## config.mk

```make
export PLATFORM = sky130hd
export DESIGN_NAME = rec_executor
export DESIGN_NICKNAME = d
export VERILOG_FILES = /design/src/hdl/rec_pkg.sv /design/src/hdl/rec_executor.sv /design/src/hdl/rec_resp_streamer.sv /design/src/hdl/rec_reg_file.sv /design/src/hdl/rec_cmd_ctrl.sv
export SDC_FILE = /design/constraint.sdc
export NUM_CORES = 1
export LEC_CHECK = 0
export BUFFER_PORTS_ARGS = -buffer_cell sky130_fd_sc_hd__clkbuf_2
export CAP_MARGIN = 20
export CORE_ASPECT_RATIO = 1.75
export CORE_UTILIZATION = 60
export CTS_CLUSTER_DIAMETER = 60
export CTS_CLUSTER_SIZE = 16
export DETAILED_ROUTE_END_ITERATION = 8
export PLACE_DENSITY = 0.95
export SLEW_MARGIN = 10
export SYNTH_ARGS = -nofsm -noshare
export SYNTH_HDL_FRONTEND = slang
export SYNTH_SLANG_ARGS = --single-unit
```

## constraint.sdc

```tcl
create_clock -name clk_i -period 4.63 [get_ports clk_i]
set_clock_uncertainty 0.05 [all_clocks]
set_input_delay 0.2315 -clock clk_i [delete_from_list [all_inputs] [get_ports clk_i]]
set_output_delay 0.2315 -clock clk_i [all_outputs]
set_load 0.01 [all_outputs]
```

## src/hdl/rec_pkg.sv

```systemverilog
// Recovery executor package with opcodes, register map, status codes and shared types
package rec_pkg;

  localparam int unsigned WordWidth = 32;

  typedef enum logic [7:0] {
    CMD_PROT_CAP             = 8'd34,
    CMD_DEVICE_ID            = 8'd35,
    CMD_DEVICE_STATUS        = 8'd36,
    CMD_DEVICE_RESET         = 8'd37,
    CMD_RECOVERY_CTRL        = 8'd38,
    CMD_RECOVERY_STATUS      = 8'd39,
    CMD_HW_STATUS            = 8'd40,
    CMD_INDIRECT_CTRL        = 8'd41,
    CMD_INDIRECT_STATUS      = 8'd42,
    CMD_INDIRECT_DATA        = 8'd43,
    CMD_VENDOR               = 8'd44,
    CMD_INDIRECT_FIFO_CTRL   = 8'd45,
    CMD_INDIRECT_FIFO_STATUS = 8'd46,
    CMD_INDIRECT_FIFO_DATA   = 8'd47
  } rec_cmd_e;

  typedef enum logic [4:0] {
    REG_PROT_CAP_0      = 5'd0,
    REG_PROT_CAP_1      = 5'd1,
    REG_PROT_CAP_2      = 5'd2,
    REG_PROT_CAP_3      = 5'd3,
    REG_DEVICE_STATUS_0 = 5'd4,
    REG_DEVICE_STATUS_1 = 5'd5,
    REG_DEVICE_RESET    = 5'd6,
    REG_RECOVERY_CTRL   = 5'd7,
    REG_FIFO_CTRL_0     = 5'd8,
    REG_FIFO_CTRL_1     = 5'd9,
    REG_FIFO_STATUS_0   = 5'd10,
    REG_FIFO_STATUS_1   = 5'd11,
    REG_FIFO_STATUS_2   = 5'd12,
    REG_FIFO_STATUS_3   = 5'd13,
    REG_FIFO_STATUS_4   = 5'd14,
    REG_NONE            = 5'd31
  } rec_reg_e;

  typedef enum logic [7:0] {
    PROT_OK        = 8'd0,
    PROT_PARAMETER = 8'd2,
    PROT_CRC       = 8'd4
  } rec_prot_e;

  typedef enum logic [2:0] {
    ST_IDLE,
    ST_REG_WRITE,
    ST_FIFO_WRITE,
    ST_READ,
    ST_ERROR,
    ST_DONE
  } rec_state_e;

  typedef struct packed {
    logic        is_rd;
    rec_cmd_e    opcode;
    logic [15:0] len;
    logic        crc_err;
  } rec_cmd_t;

  typedef struct packed {
    rec_reg_e    first_reg;
    logic [15:0] len;
    logic        start;
  } rec_rd_req_t;

  typedef struct packed {
    rec_reg_e               idx;
    logic [WordWidth-1:0]   data;
    logic                   we;
  } rec_reg_wr_t;

  // Byte 0 goes out first, so "OCP " and "RECV" sit LSB first
  localparam logic [WordWidth-1:0] PROT_MAGIC_0      = 32'h2050_434F;
  localparam logic [WordWidth-1:0] PROT_MAGIC_1      = 32'h5643_4552;
  // Major and minor version in the low bytes, no agent capabilities
  localparam logic [WordWidth-1:0] PROT_VERSION_WORD = 32'h0000_0101;

  function automatic rec_reg_e cmd_first_reg(rec_cmd_e op);
    case (op)
      CMD_PROT_CAP:             return REG_PROT_CAP_0;
      CMD_DEVICE_STATUS:        return REG_DEVICE_STATUS_0;
      CMD_DEVICE_RESET:         return REG_DEVICE_RESET;
      CMD_RECOVERY_CTRL:        return REG_RECOVERY_CTRL;
      CMD_INDIRECT_FIFO_CTRL:   return REG_FIFO_CTRL_0;
      CMD_INDIRECT_FIFO_STATUS: return REG_FIFO_STATUS_0;
      default:                  return REG_NONE;
    endcase
  endfunction

  function automatic rec_reg_e cmd_last_reg(rec_cmd_e op);
    case (op)
      CMD_PROT_CAP:             return REG_PROT_CAP_3;
      CMD_DEVICE_STATUS:        return REG_DEVICE_STATUS_1;
      CMD_DEVICE_RESET:         return REG_DEVICE_RESET;
      CMD_RECOVERY_CTRL:        return REG_RECOVERY_CTRL;
      CMD_INDIRECT_FIFO_CTRL:   return REG_FIFO_CTRL_1;
      CMD_INDIRECT_FIFO_STATUS: return REG_FIFO_STATUS_4;
      default:                  return REG_NONE;
    endcase
  endfunction

  function automatic logic [15:0] cmd_byte_len(rec_cmd_e op);
    case (op)
      CMD_PROT_CAP:             return 16'd15;
      CMD_DEVICE_STATUS:        return 16'd8;
      CMD_DEVICE_RESET:         return 16'd3;
      CMD_RECOVERY_CTRL:        return 16'd3;
      CMD_INDIRECT_FIFO_CTRL:   return 16'd6;
      CMD_INDIRECT_FIFO_STATUS: return 16'd20;
      default:                  return 16'd0;
    endcase
  endfunction

endpackage
```

## src/hdl/rec_executor.sv

```systemverilog
`timescale 1ns/1ns
// Recovery command executor top joining control, register file and response streamer
module rec_executor #(
  parameter int unsigned IndirectFifoDepth = 64
) (
  input  logic                          clk_i,
  input  logic                          rst_ni,
  input  logic                          cmd_valid_i,
  input  rec_pkg::rec_cmd_t             cmd_i,
  input  logic                          recovery_mode_i,
  input  logic                          host_abort_i,
  input  logic                          rx_rack_i,
  input  logic [rec_pkg::WordWidth-1:0] rx_rdata_i,
  input  logic                          indirect_wready_i,
  input  logic                          indirect_full_i,
  input  logic                          indirect_empty_i,
  input  logic                          res_ready_i,
  input  logic                          res_dready_i,
  output logic                          cmd_done_o,
  output logic                          rx_rreq_o,
  output logic                          indirect_wvalid_o,
  output logic [rec_pkg::WordWidth-1:0] indirect_wdata_o,
  output logic                          indirect_clr_o,
  output logic                          rx_queue_clr_o,
  output logic                          res_valid_o,
  output logic [15:0]                   res_len_o,
  output logic                          res_dvalid_o,
  output logic [7:0]                    res_data_o,
  output logic                          res_dlast_o,
  output logic                          payload_available_o,
  output logic                          image_activated_o
);

  rec_pkg::rec_reg_wr_t          reg_wr;
  rec_pkg::rec_rd_req_t          rd_req;
  rec_pkg::rec_prot_e            prot_status;
  rec_pkg::rec_reg_e             rd_idx;
  logic [rec_pkg::WordWidth-1:0] rd_word;
  logic                          fifo_push;
  logic                          prot_we;
  logic                          payload_set;
  logic                          rd_done;

  rec_cmd_ctrl u_cmd_ctrl (
    .clk_i             (clk_i),
    .rst_ni            (rst_ni),
    .cmd_valid_i       (cmd_valid_i),
    .cmd_i             (cmd_i),
    .recovery_mode_i   (recovery_mode_i),
    .host_abort_i      (host_abort_i),
    .rx_rack_i         (rx_rack_i),
    .rx_rdata_i        (rx_rdata_i),
    .indirect_wready_i (indirect_wready_i),
    .rd_done_i         (rd_done),
    .cmd_done_o        (cmd_done_o),
    .rx_rreq_o         (rx_rreq_o),
    .indirect_wvalid_o (indirect_wvalid_o),
    .indirect_wdata_o  (indirect_wdata_o),
    .rx_queue_clr_o    (rx_queue_clr_o),
    .reg_wr_o          (reg_wr),
    .fifo_push_o       (fifo_push),
    .prot_status_o     (prot_status),
    .prot_we_o         (prot_we),
    .payload_set_o     (payload_set),
    .rd_req_o          (rd_req)
  );

  rec_reg_file #(
    .IndirectFifoDepth (IndirectFifoDepth)
  ) u_reg_file (
    .clk_i               (clk_i),
    .rst_ni              (rst_ni),
    .reg_wr_i            (reg_wr),
    .fifo_push_i         (fifo_push),
    .prot_status_i       (prot_status),
    .prot_we_i           (prot_we),
    .payload_set_i       (payload_set),
    .indirect_full_i     (indirect_full_i),
    .indirect_empty_i    (indirect_empty_i),
    .rd_idx_i            (rd_idx),
    .rd_word_o           (rd_word),
    .indirect_clr_o      (indirect_clr_o),
    .payload_available_o (payload_available_o),
    .image_activated_o   (image_activated_o)
  );

  rec_resp_streamer u_resp_streamer (
    .clk_i        (clk_i),
    .rst_ni       (rst_ni),
    .rd_req_i     (rd_req),
    .res_ready_i  (res_ready_i),
    .res_dready_i (res_dready_i),
    .host_abort_i (host_abort_i),
    .rd_word_i    (rd_word),
    .rd_idx_o     (rd_idx),
    .rd_done_o    (rd_done),
    .res_valid_o  (res_valid_o),
    .res_len_o    (res_len_o),
    .res_dvalid_o (res_dvalid_o),
    .res_data_o   (res_data_o),
    .res_dlast_o  (res_dlast_o)
  );

endmodule

```

## src/hdl/rec_resp_streamer.sv

```systemverilog
`timescale 1ns/1ns
// Read response streamer that sends the length header and then register bytes
module rec_resp_streamer (
  input  logic                          clk_i,
  input  logic                          rst_ni,
  input  rec_pkg::rec_rd_req_t          rd_req_i,
  input  logic                          res_ready_i,
  input  logic                          res_dready_i,
  input  logic                          host_abort_i,
  input  logic [rec_pkg::WordWidth-1:0] rd_word_i,
  output rec_pkg::rec_reg_e             rd_idx_o,
  output logic                          rd_done_o,
  output logic                          res_valid_o,
  output logic [15:0]                   res_len_o,
  output logic                          res_dvalid_o,
  output logic [7:0]                    res_data_o,
  output logic                          res_dlast_o
);

  logic              hdr_q;
  logic              data_q;
  logic [15:0]       rem_q;
  logic [1:0]        lane_q;
  rec_pkg::rec_reg_e idx_q;
  logic              hdr_take;
  logic              byte_take;

  assign hdr_take  = hdr_q && res_ready_i;
  assign byte_take = data_q && res_dready_i;

  always_ff @(posedge clk_i or negedge rst_ni) begin
    if (!rst_ni) begin
      hdr_q  <= 1'b0;
      data_q <= 1'b0;
      rem_q  <= '0;
      lane_q <= '0;
      idx_q  <= rec_pkg::REG_NONE;
    end else if (rd_req_i.start) begin
      hdr_q  <= 1'b1;
      rem_q  <= rd_req_i.len;
      lane_q <= '0;
      idx_q  <= rd_req_i.first_reg;
    end else if (host_abort_i) begin
      hdr_q  <= 1'b0;
      data_q <= 1'b0;
    end else if (hdr_take) begin
      hdr_q  <= 1'b0;
      data_q <= rem_q != '0;
    end else if (byte_take) begin
      rem_q  <= rem_q - 16'd1;
      lane_q <= lane_q + 2'd1;
      // Next register word after its top byte
      if (lane_q == 2'd3) idx_q <= rec_pkg::rec_reg_e'(idx_q + 5'd1);
      if (rem_q == 16'd1) data_q <= 1'b0;
    end
  end

  // rem_q still holds the full length while the header is up
  assign res_valid_o  = hdr_q;
  assign res_len_o    = rem_q;
  assign res_dvalid_o = data_q;
  assign res_data_o   = rd_word_i[{lane_q, 3'b000} +: 8];
  assign res_dlast_o  = data_q && (rem_q == 16'd1);
  assign rd_idx_o     = idx_q;

  assign rd_done_o = !host_abort_i &&
                     ((byte_take && res_dlast_o) || (hdr_take && rem_q == '0));

endmodule

```

## src/hdl/rec_reg_file.sv

```systemverilog
`timescale 1ns/1ns
// Recovery register file holding control words, FIFO write index and status flags
module rec_reg_file #(
  parameter int unsigned IndirectFifoDepth = 64
) (
  input  logic                          clk_i,
  input  logic                          rst_ni,
  input  rec_pkg::rec_reg_wr_t          reg_wr_i,
  input  logic                          fifo_push_i,
  input  rec_pkg::rec_prot_e            prot_status_i,
  input  logic                          prot_we_i,
  input  logic                          payload_set_i,
  input  logic                          indirect_full_i,
  input  logic                          indirect_empty_i,
  input  rec_pkg::rec_reg_e             rd_idx_i,
  output logic [rec_pkg::WordWidth-1:0] rd_word_o,
  output logic                          indirect_clr_o,
  output logic                          payload_available_o,
  output logic                          image_activated_o
);

  localparam int unsigned IdxWidth = $clog2(IndirectFifoDepth);

  logic [23:0]         device_reset_q;
  logic [23:0]         recovery_ctrl_q;
  logic [31:0]         fifo_ctrl_0_q;
  logic [15:0]         fifo_ctrl_1_q;
  rec_pkg::rec_prot_e  prot_q;
  logic [IdxWidth-1:0] wr_idx_q;
  logic                payload_q;
  logic                fifo_clr;

  // Reset request sits in byte 1 of FIFO_CTRL_0
  assign fifo_clr = fifo_ctrl_0_q[15:8] == 8'd1;

  always_ff @(posedge clk_i or negedge rst_ni) begin
    if (!rst_ni) begin
      device_reset_q  <= '0;
      recovery_ctrl_q <= '0;
      fifo_ctrl_0_q   <= '0;
      fifo_ctrl_1_q   <= '0;
      prot_q          <= rec_pkg::PROT_OK;
    end else begin
      if (reg_wr_i.we) begin
        case (reg_wr_i.idx)
          rec_pkg::REG_DEVICE_RESET:  device_reset_q  <= reg_wr_i.data[23:0];
          rec_pkg::REG_RECOVERY_CTRL: recovery_ctrl_q <= reg_wr_i.data[23:0];
          rec_pkg::REG_FIFO_CTRL_0:   fifo_ctrl_0_q   <= reg_wr_i.data;
          rec_pkg::REG_FIFO_CTRL_1:   fifo_ctrl_1_q   <= reg_wr_i.data[15:0];
          default: ;
        endcase
      end
      if (prot_we_i) prot_q <= prot_status_i;
    end
  end

  always_ff @(posedge clk_i or negedge rst_ni) begin
    if (!rst_ni) begin
      wr_idx_q  <= '0;
      payload_q <= 1'b0;
    end else begin
      if (fifo_clr) wr_idx_q <= '0;
      else if (fifo_push_i) begin
        if (wr_idx_q == IdxWidth'(IndirectFifoDepth - 1)) wr_idx_q <= '0;
        else wr_idx_q <= wr_idx_q + 1'b1;
      end

      if (fifo_clr) payload_q <= 1'b0;
      else if (payload_set_i) payload_q <= 1'b1;
    end
  end

  assign indirect_clr_o      = fifo_clr;
  assign payload_available_o = payload_q;
  assign image_activated_o   = recovery_ctrl_q[23:16] == 8'h0F;

  // Combinational read port for the response streamer
  always_comb begin
    case (rd_idx_i)
      rec_pkg::REG_PROT_CAP_0:      rd_word_o = rec_pkg::PROT_MAGIC_0;
      rec_pkg::REG_PROT_CAP_1:      rd_word_o = rec_pkg::PROT_MAGIC_1;
      rec_pkg::REG_PROT_CAP_2:      rd_word_o = rec_pkg::PROT_VERSION_WORD;
      rec_pkg::REG_DEVICE_STATUS_0: rd_word_o = {16'd0, prot_q, 8'd0};
      rec_pkg::REG_DEVICE_RESET:    rd_word_o = {8'd0, device_reset_q};
      rec_pkg::REG_RECOVERY_CTRL:   rd_word_o = {8'd0, recovery_ctrl_q};
      rec_pkg::REG_FIFO_CTRL_0:     rd_word_o = fifo_ctrl_0_q;
      rec_pkg::REG_FIFO_CTRL_1:     rd_word_o = {16'd0, fifo_ctrl_1_q};
      rec_pkg::REG_FIFO_STATUS_0:   rd_word_o = {30'd0, indirect_full_i, indirect_empty_i};
      rec_pkg::REG_FIFO_STATUS_1:   rd_word_o = 32'(wr_idx_q);
      rec_pkg::REG_FIFO_STATUS_3:   rd_word_o = 32'(IndirectFifoDepth);
      // PROT_CAP_3, DEVICE_STATUS_1, read index and max transfer read as zero
      default:                      rd_word_o = '0;
    endcase
  end

endmodule

```

## src/hdl/rec_cmd_ctrl.sv

```systemverilog
`timescale 1ns/1ns
// Recovery command controller that validates commands and runs the write transfers
module rec_cmd_ctrl (
  input  logic                          clk_i,
  input  logic                          rst_ni,
  input  logic                          cmd_valid_i,
  input  rec_pkg::rec_cmd_t             cmd_i,
  input  logic                          recovery_mode_i,
  input  logic                          host_abort_i,
  input  logic                          rx_rack_i,
  input  logic [rec_pkg::WordWidth-1:0] rx_rdata_i,
  input  logic                          indirect_wready_i,
  input  logic                          rd_done_i,
  output logic                          cmd_done_o,
  output logic                          rx_rreq_o,
  output logic                          indirect_wvalid_o,
  output logic [rec_pkg::WordWidth-1:0] indirect_wdata_o,
  output logic                          rx_queue_clr_o,
  output rec_pkg::rec_reg_wr_t          reg_wr_o,
  output logic                          fifo_push_o,
  output rec_pkg::rec_prot_e            prot_status_o,
  output logic                          prot_we_o,
  output logic                          payload_set_o,
  output rec_pkg::rec_rd_req_t          rd_req_o
);

  rec_pkg::rec_state_e state_q;
  rec_pkg::rec_state_e state_d;
  rec_pkg::rec_prot_e  prot_q;
  rec_pkg::rec_prot_e  prot_check;
  rec_pkg::rec_reg_e   reg_idx_q;
  logic [15:0]         words_q;
  logic                pending_q;
  logic                reg_over_q;
  logic                accept;
  logic                legal_op;
  logic                mode_block;
  logic                reject;
  logic                in_write;
  logic                fifo_cmd;

  assign accept   = (state_q == rec_pkg::ST_IDLE) && cmd_valid_i;
  assign fifo_cmd = cmd_i.opcode == rec_pkg::CMD_INDIRECT_FIFO_DATA;
  assign in_write = (state_q == rec_pkg::ST_REG_WRITE) || (state_q == rec_pkg::ST_FIFO_WRITE);

  // Opcodes served here, everything else is a parameter error
  assign legal_op = cmd_i.opcode inside {rec_pkg::CMD_PROT_CAP, rec_pkg::CMD_DEVICE_STATUS,
                                         rec_pkg::CMD_DEVICE_RESET, rec_pkg::CMD_RECOVERY_CTRL,
                                         rec_pkg::CMD_INDIRECT_FIFO_CTRL,
                                         rec_pkg::CMD_INDIRECT_FIFO_STATUS,
                                         rec_pkg::CMD_INDIRECT_FIFO_DATA};
  assign mode_block = !recovery_mode_i && (cmd_i.opcode > 8'd39);

  always_comb begin
    if (cmd_i.crc_err) prot_check = rec_pkg::PROT_CRC;
    else if (!legal_op || mode_block) prot_check = rec_pkg::PROT_PARAMETER;
    else prot_check = rec_pkg::PROT_OK;
  end

  assign reject = prot_check != rec_pkg::PROT_OK;

  always_comb begin
    state_d = state_q;
    case (state_q)
      rec_pkg::ST_IDLE: begin
        if (cmd_valid_i) begin
          if (reject) state_d = rec_pkg::ST_ERROR;
          else if (cmd_i.is_rd) state_d = rec_pkg::ST_READ;
          else if (fifo_cmd) state_d = rec_pkg::ST_FIFO_WRITE;
          else state_d = rec_pkg::ST_REG_WRITE;
        end
      end
      rec_pkg::ST_REG_WRITE, rec_pkg::ST_FIFO_WRITE: begin
        // Zero-length writes fall straight through
        if (words_q == '0 || (rx_rack_i && words_q == 16'd1)) state_d = rec_pkg::ST_DONE;
      end
      rec_pkg::ST_READ: begin
        if (host_abort_i) state_d = rec_pkg::ST_ERROR;
        else if (rd_done_i) state_d = rec_pkg::ST_DONE;
      end
      rec_pkg::ST_ERROR: state_d = rec_pkg::ST_DONE;
      default:           state_d = rec_pkg::ST_IDLE;
    endcase
  end

  always_ff @(posedge clk_i or negedge rst_ni) begin
    if (!rst_ni) begin
      state_q    <= rec_pkg::ST_IDLE;
      prot_q     <= rec_pkg::PROT_OK;
      reg_idx_q  <= rec_pkg::REG_NONE;
      words_q    <= '0;
      pending_q  <= 1'b0;
      reg_over_q <= 1'b0;
    end else begin
      state_q   <= state_d;
      pending_q <= (pending_q || rx_rreq_o) && !rx_rack_i;
      if (accept) begin
        prot_q     <= prot_check;
        reg_idx_q  <= rec_pkg::cmd_first_reg(cmd_i.opcode);
        words_q    <= {2'b00, cmd_i.len[15:2]} + 16'(|cmd_i.len[1:0]);
        reg_over_q <= 1'b0;
      end else if (in_write && rx_rack_i) begin
        words_q <= words_q - 16'd1;
        // Hold at the block end and drop any surplus words
        if (reg_idx_q == rec_pkg::cmd_last_reg(cmd_i.opcode)) reg_over_q <= 1'b1;
        else reg_idx_q <= rec_pkg::rec_reg_e'(reg_idx_q + 5'd1);
      end
    end
  end

  // One outstanding RX request, FIFO writes also wait for a ready FIFO
  assign rx_rreq_o = in_write && !pending_q && (words_q != '0) &&
                     ((state_q == rec_pkg::ST_REG_WRITE) || indirect_wready_i);

  assign fifo_push_o       = (state_q == rec_pkg::ST_FIFO_WRITE) && rx_rack_i;
  assign indirect_wvalid_o = fifo_push_o;
  assign indirect_wdata_o  = rx_rdata_i;

  assign reg_wr_o = '{idx:  reg_idx_q,
                      data: rx_rdata_i,
                      we:   (state_q == rec_pkg::ST_REG_WRITE) && rx_rack_i && !reg_over_q};

  assign rd_req_o = '{first_reg: rec_pkg::cmd_first_reg(cmd_i.opcode),
                      len:       rec_pkg::cmd_byte_len(cmd_i.opcode),
                      start:     accept && !reject && cmd_i.is_rd};

  assign payload_set_o  = accept && !reject && !cmd_i.is_rd && fifo_cmd;
  assign prot_status_o  = prot_q;
  assign prot_we_o      = state_q == rec_pkg::ST_DONE;
  assign cmd_done_o     = state_q == rec_pkg::ST_DONE;
  assign rx_queue_clr_o = state_q == rec_pkg::ST_ERROR;

endmodule

```

# Yosys cells after proc, flatten, opt, wreduce, memory -nomap -nowiden
# Cells that the tools add are included.
[word_totals] register_bits=170 latch_bits=0 ram_bits=0 mem_bits_ro=0 input_bits=69 output_inout_bits=66 n_memories=0
[classes] n_addsub=7 mul=0 n_div=0 n_lt_le_gt_ge=1 n_eq_ne=39 n_shift=1 muxes=49 n_bitwise=1 n_reduce_logical=65
[ops] operator="case mux 32 bit (11 select lines)" n=1
[ops] operator="2-to-1 mux 16 bit" n=6
[ops] operator="case mux 5 bit (6 select lines)" n=2
[ops] operator="equality test 8 x 6 -> 1 bit (second input constant)" n=7
[ops] operator="2-to-1 mux 5 bit" n=10
[ops] operator="equality test 5 x 4 -> 1 bit (second input constant)" n=7
[ops] operator="equality test 16 x 1 -> 1 bit (second input constant)" n=2
[ops] operator="logical NOT 16 bit" n=2
[ops] operator="nonzero test 16 bit" n=2
[ops] operator="variable part select 32 x 6 -> 8 bit" n=1
[ops] operator="subtractor 16 x 1 -> 16 bit (second input constant)" n=2
[ops] operator="equality test 5 x 3 -> 1 bit (second input constant)" n=5
[ops] operator="case mux 5 bit (5 select lines)" n=1
[ops] operator="logical AND 1 bit" n=21
[ops] operator="2-to-1 mux 3 bit" n=7
[ops] operator="2-to-1 mux 6 bit" n=3
[ops] operator="adder 14 x 1 -> 15 bit" n=1
[ops] operator="2-to-1 mux 1 bit" n=12
[ops] operator="2-to-1 mux 2 bit" n=6
[ops] operator="case mux 3 bit (4 select lines)" n=1
[ops] operator="AND reduction 2 bit" n=6
[ops] operator="nonzero test 2 bit" n=6
[ops] operator="adder 5 x 1 -> 5 bit (second input constant)" n=2
[ops] operator="AND reduction 3 bit" n=3
[ops] operator="26 further kinds" n=47

# Depth between registers and ports, before layout
[depth] word_depth=13 ltp_mapped=11 depth_no_buf=10

# By module
# Synthesis repeated with hierarchy kept, for this count alone.
[unflattened] hier_cells=959 hier_area_um2=9883.2
[by_module_without_submodules] mod="rec_reg_file" instances=1 cells_per_inst=424 area_per_inst_um2=5323.9 seq_area_each_um2=2777.7
[by_module_without_submodules] mod="rec_cmd_ctrl" instances=1 cells_per_inst=365 area_per_inst_um2=2909.0 seq_area_each_um2=706.9
[by_module_without_submodules] mod="rec_resp_streamer" instances=1 cells_per_inst=170 area_per_inst_um2=1650.3 seq_area_each_um2=631.9

# Worst setup path before layout
# Ideal clock, no wire load.
[synth_timing] path_kind="reg-to-output" start="register u_resp_streamer.idx_q[0], in the netlist u_resp_streamer.rd_idx_o[0]" end="output res_data_o[5]" arrival_ns=2.261 slack_ns=2.087 path_stages_with_launch=8 n_path_buf=1 path_cell_list="dfstp_2 > ha_1 > nor4bb_1 > clkbuf_1 > a22oi_1 > nand2_1 > o22ai_1 > o31ai_1"
[synth_via] elab_chain_cells=3 word_cells_on_any_way=13 classes_between="10 x eq/ne; 1 x shift; 1 x mux; 1 x reduce/logical"
[synth_lines] item="start: declaration" line="rec_resp_streamer.sv:24" source="rec_pkg::rec_reg_e idx_q;"
[synth_lines] item="start signal: assignment" line="rec_resp_streamer.sv:37" source="idx_q <= rec_pkg::REG_NONE;"
[synth_lines] item="start signal: assignment" line="rec_resp_streamer.sv:42" source="idx_q <= rd_req_i.first_reg;"
[synth_lines] item="start signal: assignment" line="rec_resp_streamer.sv:53" source="if (lane_q == 2'd3) idx_q <= rec_pkg::rec_reg_e'(idx_q + 5'd1);"
[synth_lines] item="equality test 5 x 4 -> 1 bit (tied with other cells)" line="rec_reg_file.sv:79" source="case (rd_idx_i)"
[synth_lines] item="case mux 32 bit (11 select lines) (*)" line="rec_reg_file.sv:79"
[synth_lines] item="variable part select 32 x 6 -> 8 bit (*)" line="rec_resp_streamer.sv:62" source="assign res_data_o = rd_word_i[{lane_q, 3'b000} +: 8];"
[synth_lines] item="end: declaration" line="rec_executor.sv:28" source="output logic [7:0] res_data_o,"
# Mark *: on every way between the ends. The rest lies on a longest branch, timed or not.

# Final worst setup path
[layout_timing] start="register u_resp_streamer.idx_q[0], in the netlist u_resp_streamer.rd_idx_o[0]" end="output res_data_o[6]"
# Same word-level chain as after synthesis.

==> reports/metrics.sh <==
HOLD_WC_PATH_TYPE='primary input to flip-flop'
SLEW_VIOLATIONS=0
DIEAREA_SQ_MM=0.0152
ANTENNA_FOUND_INITIAL=0
SETUP_VIOLATIONS=0
DESIGN.CORE.AREA_SQ_MM=0.0144
M1WIRELENGTH_UM=8290
MAXCAPVIOLCOUNT=0
TRITONCTS='yes'
HTREEDEPTH=4
WIRELENGTH_UM=23200
POSTSYNTHREGISTERBITS=158
TIMING.CRITICAL_PATH.FANOUT_MAX=23
MIN_SETUP_SLACK_POST_ROUTE_NS=0.896
CTS-ROOT-BUF='sky130_fd_sc_hd__clkbuf_16'
DETAIL_ROUTE.ITER0.VIOLATIONS=442
SLEW_HEADROOM_PCT=33.6
TOP_LAYER_USED='met4'
FINAL_NETS=1033
AREA_GROWTH_PCT=13.4
POST-SYNTH-TOP-AREA-FRACTION_PCT=42.1
HOLD_PATH_STARTPOINT='rx_rdata_i[31]'
YS_TYPES=74
GLOBAL_ROUTE_WIRE_LENGTH_BEFORE_REPAIR_UM=37200
SYNTHESIS.YOSYS.WARNINGS=0
OUTCOME='finished, final reports clean'
DETAILED_ROUTING_ITERATION_COUNT_FOR_THE_PRE_ANTENNA_REPAIR_PASS=6
DATA_REQUIRED_CRITICAL_PATH_NS=4.35
MET3WIRELENGTH_UM=1330
YS_ASYNC_SR_FRACTION_PCT=100
FINAL_CLOCK_PERIOD_UTILIZATION_BY_THE_WORST_PATH_PCT=80.7
FINAL.MIN_CLOCK_PERIOD_NS=3.73
WORSTSETUPENDPOINTTYPE='primary output'
PIN_COUNT=135
ROWS=58
DPL_WORST_SLACK_NS=1.45
POWER.DENSITY_mW_PER_MM2=488
RSZ_0062_RAISED_AFTER_GLOBAL_ROUTING='no'
CLKSLEWWORSTSETUPHOLDPATHS_NS=0.07
FINAL_TNS_SETUP_NS=0
SETUP.WORST_PATH.START='u_resp_streamer.rd_idx_o[0]'
START_UTIL_PCT=61.3
ROUTEDWLPERCELL_UM=20.3
CTS_POST_SETUP_BUFFERS_INSERTED=0
FIRST_GLOBAL_VIAS=7376
REGAREA_SQ_MM=0.00397
MAX_FREQ_MHz=268
SIGNAL_ARRIVAL_TIME_AT_THE_WORST_ENDPOINT_NS=3.45
SYNTHESIS.NETS=945
IRDROPWORSTVDD_uV=280
GRT_MAX_DEGREE=70
GLOBALROUTETOTALUTIL_PCT=32.1
CLOCK_PATH_BUFFERS=2
WORST_SLEW_PIN_SLEW_NS=0.995
TIMING_WORST_SETUP_PATH_TYPE='flip-flop to primary output'
GATE_COUNT_POST_SYNTH=859
AREA_OF_THE_MAPPED_NETLIST_SQ_MM=0.00880
NUMCTSBUFFERS=17
CRITICAL_PATH.REG2REG.STARTPOINT='u_cmd_ctrl.state_q[0]'
MULTIINPUTGATEAREA_SQ_MM=0.00437
WORSTSKEWPAIRLATENCY_NS=0.42
CLOCK-SINKS=158
WL_MET2_UM=12300
TIMING.FINAL.HOLD_VIOLATIONS=0
STATIC-LEAKAGE-POWER_nW=4.72
SYNTH_FLOP_CELL='sky130_fd_sc_hd__dfrtp_1'
DIODES=0
PORT_BUFFERS=134
DIE_H_UM=162
WORSTSETUPSTARTPOINTTYPE='flip-flop'
DIE_W_UM=93.6
GLOBAL_ROUTE.OVERFLOW_TOTAL=0
DRC_ERRORS=0
VIASPERCELL=6.43
SYNTH_AREA_LEADERS='sky130_fd_sc_hd__dfrtp_1 42%, sky130_fd_sc_hd__mux2_2 13%, sky130_fd_sc_hd__nand2_1 3.4%, sky130_fd_sc_hd__xnor2_1 3.4%, sky130_fd_sc_hd__dfstp_2 3.0%'
YOSYSSEQAREASHARE_PCT=45.1
SYN_AREA_PER_CELL_SQ_UM=10.2
HPWL_UM=15900
SYNTH_TOP_AREA_CELL='sky130_fd_sc_hd__dfrtp_1'
SYNTH-EDFF-COUNT=0
R2R_SETUP_SLACK_NS=1.90
ANTENNA_LEFT=0
FINAL.FILL_COUNT=1022
DR_TOTAL_VIAS=7321
FINAL_LAYOUT_SIZE_SUFFIX_GT1_SHARE_PCT=31.6
POST_CTS_RESIZED=0
PLACE.GP.CONGESTION=0.933
## layout by cell type, fill, tap and decap left out, types with 5 or more instances in the layout
cell type and n:
sky130_fd_sc_hd__a21oi_1 36, sky130_fd_sc_hd__a221oi_1 9, sky130_fd_sc_hd__a222oi_1 7, sky130_fd_sc_hd__a22o_1 7
sky130_fd_sc_hd__a22oi_1 21, sky130_fd_sc_hd__a31oi_1 8, sky130_fd_sc_hd__and3_1 11, sky130_fd_sc_hd__buf_4 9
sky130_fd_sc_hd__clkbuf_16 17, sky130_fd_sc_hd__clkbuf_2 133, sky130_fd_sc_hd__dfrtp_1 148, sky130_fd_sc_hd__dfstp_2 10
sky130_fd_sc_hd__ha_1 17, sky130_fd_sc_hd__inv_1 16, sky130_fd_sc_hd__inv_6 5, sky130_fd_sc_hd__mux2_2 99
sky130_fd_sc_hd__mux2i_1 6, sky130_fd_sc_hd__nand2_1 80, sky130_fd_sc_hd__nand2b_1 11, sky130_fd_sc_hd__nand3_1 15
sky130_fd_sc_hd__nand3b_1 5, sky130_fd_sc_hd__nand4_1 8, sky130_fd_sc_hd__nor2_1 63, sky130_fd_sc_hd__nor2b_1 13
sky130_fd_sc_hd__nor3_1 20, sky130_fd_sc_hd__nor4_1 9, sky130_fd_sc_hd__o21ai_0 25, sky130_fd_sc_hd__o21ai_1 8
sky130_fd_sc_hd__or4_1 5, sky130_fd_sc_hd__xnor2_1 34, sky130_fd_sc_hd__xor2_1 14
## path summary, 6_finish.rpt
path | to | cells after the start
max | res_data_o[6] | 10
min | u_reg_file.fifo_ctrl_0_q[31] | 2
min in group asynchronous | u_reg_file.fifo_ctrl_0_q[19] | 2
max reg2reg | u_reg_file.fifo_ctrl_1_q[8] | 5
min reg2reg | u_resp_streamer.res_valid_o | 2
max in group asynchronous | u_reg_file.recovery_ctrl_q[7] | 3
## per-stage QoR
step	instances	instance area [sq um]	power (mW)	util [%]	hold WS, ns
CTS	1139	9980	4.85	69.5	0.00112
floorplan	859	8800	3.09	-	-0.114
detailed placement	1104	9400	3.52	65.4	0.228
finish	1139	9980	4.87	69.5	0.00687
global placement	1103	9370	3.41	65.2	0.223
global route	1139	9980	5.11	69.5	0.000680
## flip-flops by register name, indices dropped and copies added (netlist names)
| signal | cells |
|---|---|
| u_cmd_ctrl.reg_over_q | 1 |
| u_cmd_ctrl.state_q | 3 |
| u_cmd_ctrl.reg_idx_q | 5 |
| u_resp_streamer.res_dvalid_o | 1 |
| u_cmd_ctrl.words_q | 16 |
| u_resp_streamer.res_len_o | 16 |
| u_reg_file.wr_idx_q | 6 |
| u_cmd_ctrl.pending_q | 1 |
| u_cmd_ctrl.prot_status_o | 2 |
| u_reg_file.device_reset_q | 24 |
| u_reg_file.fifo_ctrl_1_q | 16 |
| u_resp_streamer.rd_idx_o | 5 |
| u_reg_file.fifo_ctrl_0_q | 32 |
| u_reg_file.payload_available_o | 1 |
| u_resp_streamer.lane_q | 2 |
| u_reg_file.recovery_ctrl_q | 24 |
| u_resp_streamer.res_valid_o | 1 |
| u_reg_file.prot_q | 2 |
## cells in the mapped netlist (4+ instances only)
library cell / number
sky130_fd_sc_hd__dfstp_2: 10
sky130_fd_sc_hd__and2_1: 4
sky130_fd_sc_hd__buf_2: 5
sky130_fd_sc_hd__a22oi_1: 21
sky130_fd_sc_hd__xnor2_1: 34
sky130_fd_sc_hd__or3_1: 4
sky130_fd_sc_hd__nand3_1: 15
sky130_fd_sc_hd__nand3b_1: 5
sky130_fd_sc_hd__xor2_1: 14
sky130_fd_sc_hd__nand4_1: 8
sky130_fd_sc_hd__nand2_1: 80
sky130_fd_sc_hd__clkbuf_1: 35
sky130_fd_sc_hd__o21ai_1: 8
sky130_fd_sc_hd__a221oi_1: 9
sky130_fd_sc_hd__a31oi_1: 8
sky130_fd_sc_hd__mux2i_1: 6
sky130_fd_sc_hd__nor3_1: 20
sky130_fd_sc_hd__ha_1: 17
sky130_fd_sc_hd__o21ai_0: 25
sky130_fd_sc_hd__nor4_1: 9
sky130_fd_sc_hd__dfrtp_1: 148
sky130_fd_sc_hd__and3_1: 11
sky130_fd_sc_hd__buf_1: 6
sky130_fd_sc_hd__nor3b_1: 4
sky130_fd_sc_hd__a21oi_1: 36
sky130_fd_sc_hd__o22ai_1: 4
sky130_fd_sc_hd__nor2_1: 63
sky130_fd_sc_hd__inv_1: 16
sky130_fd_sc_hd__mux2_2: 99
sky130_fd_sc_hd__a22o_1: 7
sky130_fd_sc_hd__or4_1: 5
sky130_fd_sc_hd__a222oi_1: 7
sky130_fd_sc_hd__nor2b_1: 13
sky130_fd_sc_hd__buf_4: 32
sky130_fd_sc_hd__o31ai_1: 4
sky130_fd_sc_hd__nand2b_1: 11
## cells by family (layout without fill, tap and decap cells)
kind of cell | count (synthesis) | after routing | synth area share (%)
muxes | 105 | 105 | 13.3
adders and majority gates | 17 | 17 | 2.42
DFF | 158 | 158 | 45.1
buffers and inverters | 95 | 195 | 5.57
xor gates and xnor gates | 48 | 48 | 4.78
AOI/OAI and AO/OA | 160 | 160 | 12.4
and+or+nand+nor | 276 | 276 | 16.4
## per-layer routing
layer / vias up / GRT usage, %
met5: - / 0
met4: 0 / 19.9
met3: 106 / 5.38
met2: 380 / 56.4
met1: 3577 / 35.5
li1: 3258 / -
## worst max-delay path: stages, from the launching register on
cell	delay, ns
sky130_fd_sc_hd__dfstp_2	0.58
sky130_fd_sc_hd__inv_1	0.07
sky130_fd_sc_hd__ha_1	0.21
sky130_fd_sc_hd__nor2b_1	0.22
sky130_fd_sc_hd__and2_1	0.51
sky130_fd_sc_hd__a22o_1	0.37
sky130_fd_sc_hd__a2111oi_0	0.47
sky130_fd_sc_hd__a31oi_1	0.09
sky130_fd_sc_hd__a211oi_1	0.26
sky130_fd_sc_hd__o21ai_1	0.11
sky130_fd_sc_hd__clkbuf_2	0.14
## power by group
part / switching, mW / internal [mW] / total (mW)
registers: 0.448 / 1.89 / 2.34
logic: 0.598 / 0.624 / 1.22
clock network: 0.613 / 0.701 / 1.31
## final cells by class
type | count | share of cell area, %
inverter | 16 | 0.602
clock buffer | 17 | 4.26
multi-input combinational | 606 | 43.8
timing repair buffer | 148 | 8.13
clock inverter | 14 | 1.22
sequential | 158 | 39.7
tap | 180 | 2.26
## timing repair
item,4_1_cts,5_1_grt
endpoints found under the setup margin,0,0
endpoints found under the hold margin,70,0
hold buffers,4,0
(Power assumes the default switching activity.)
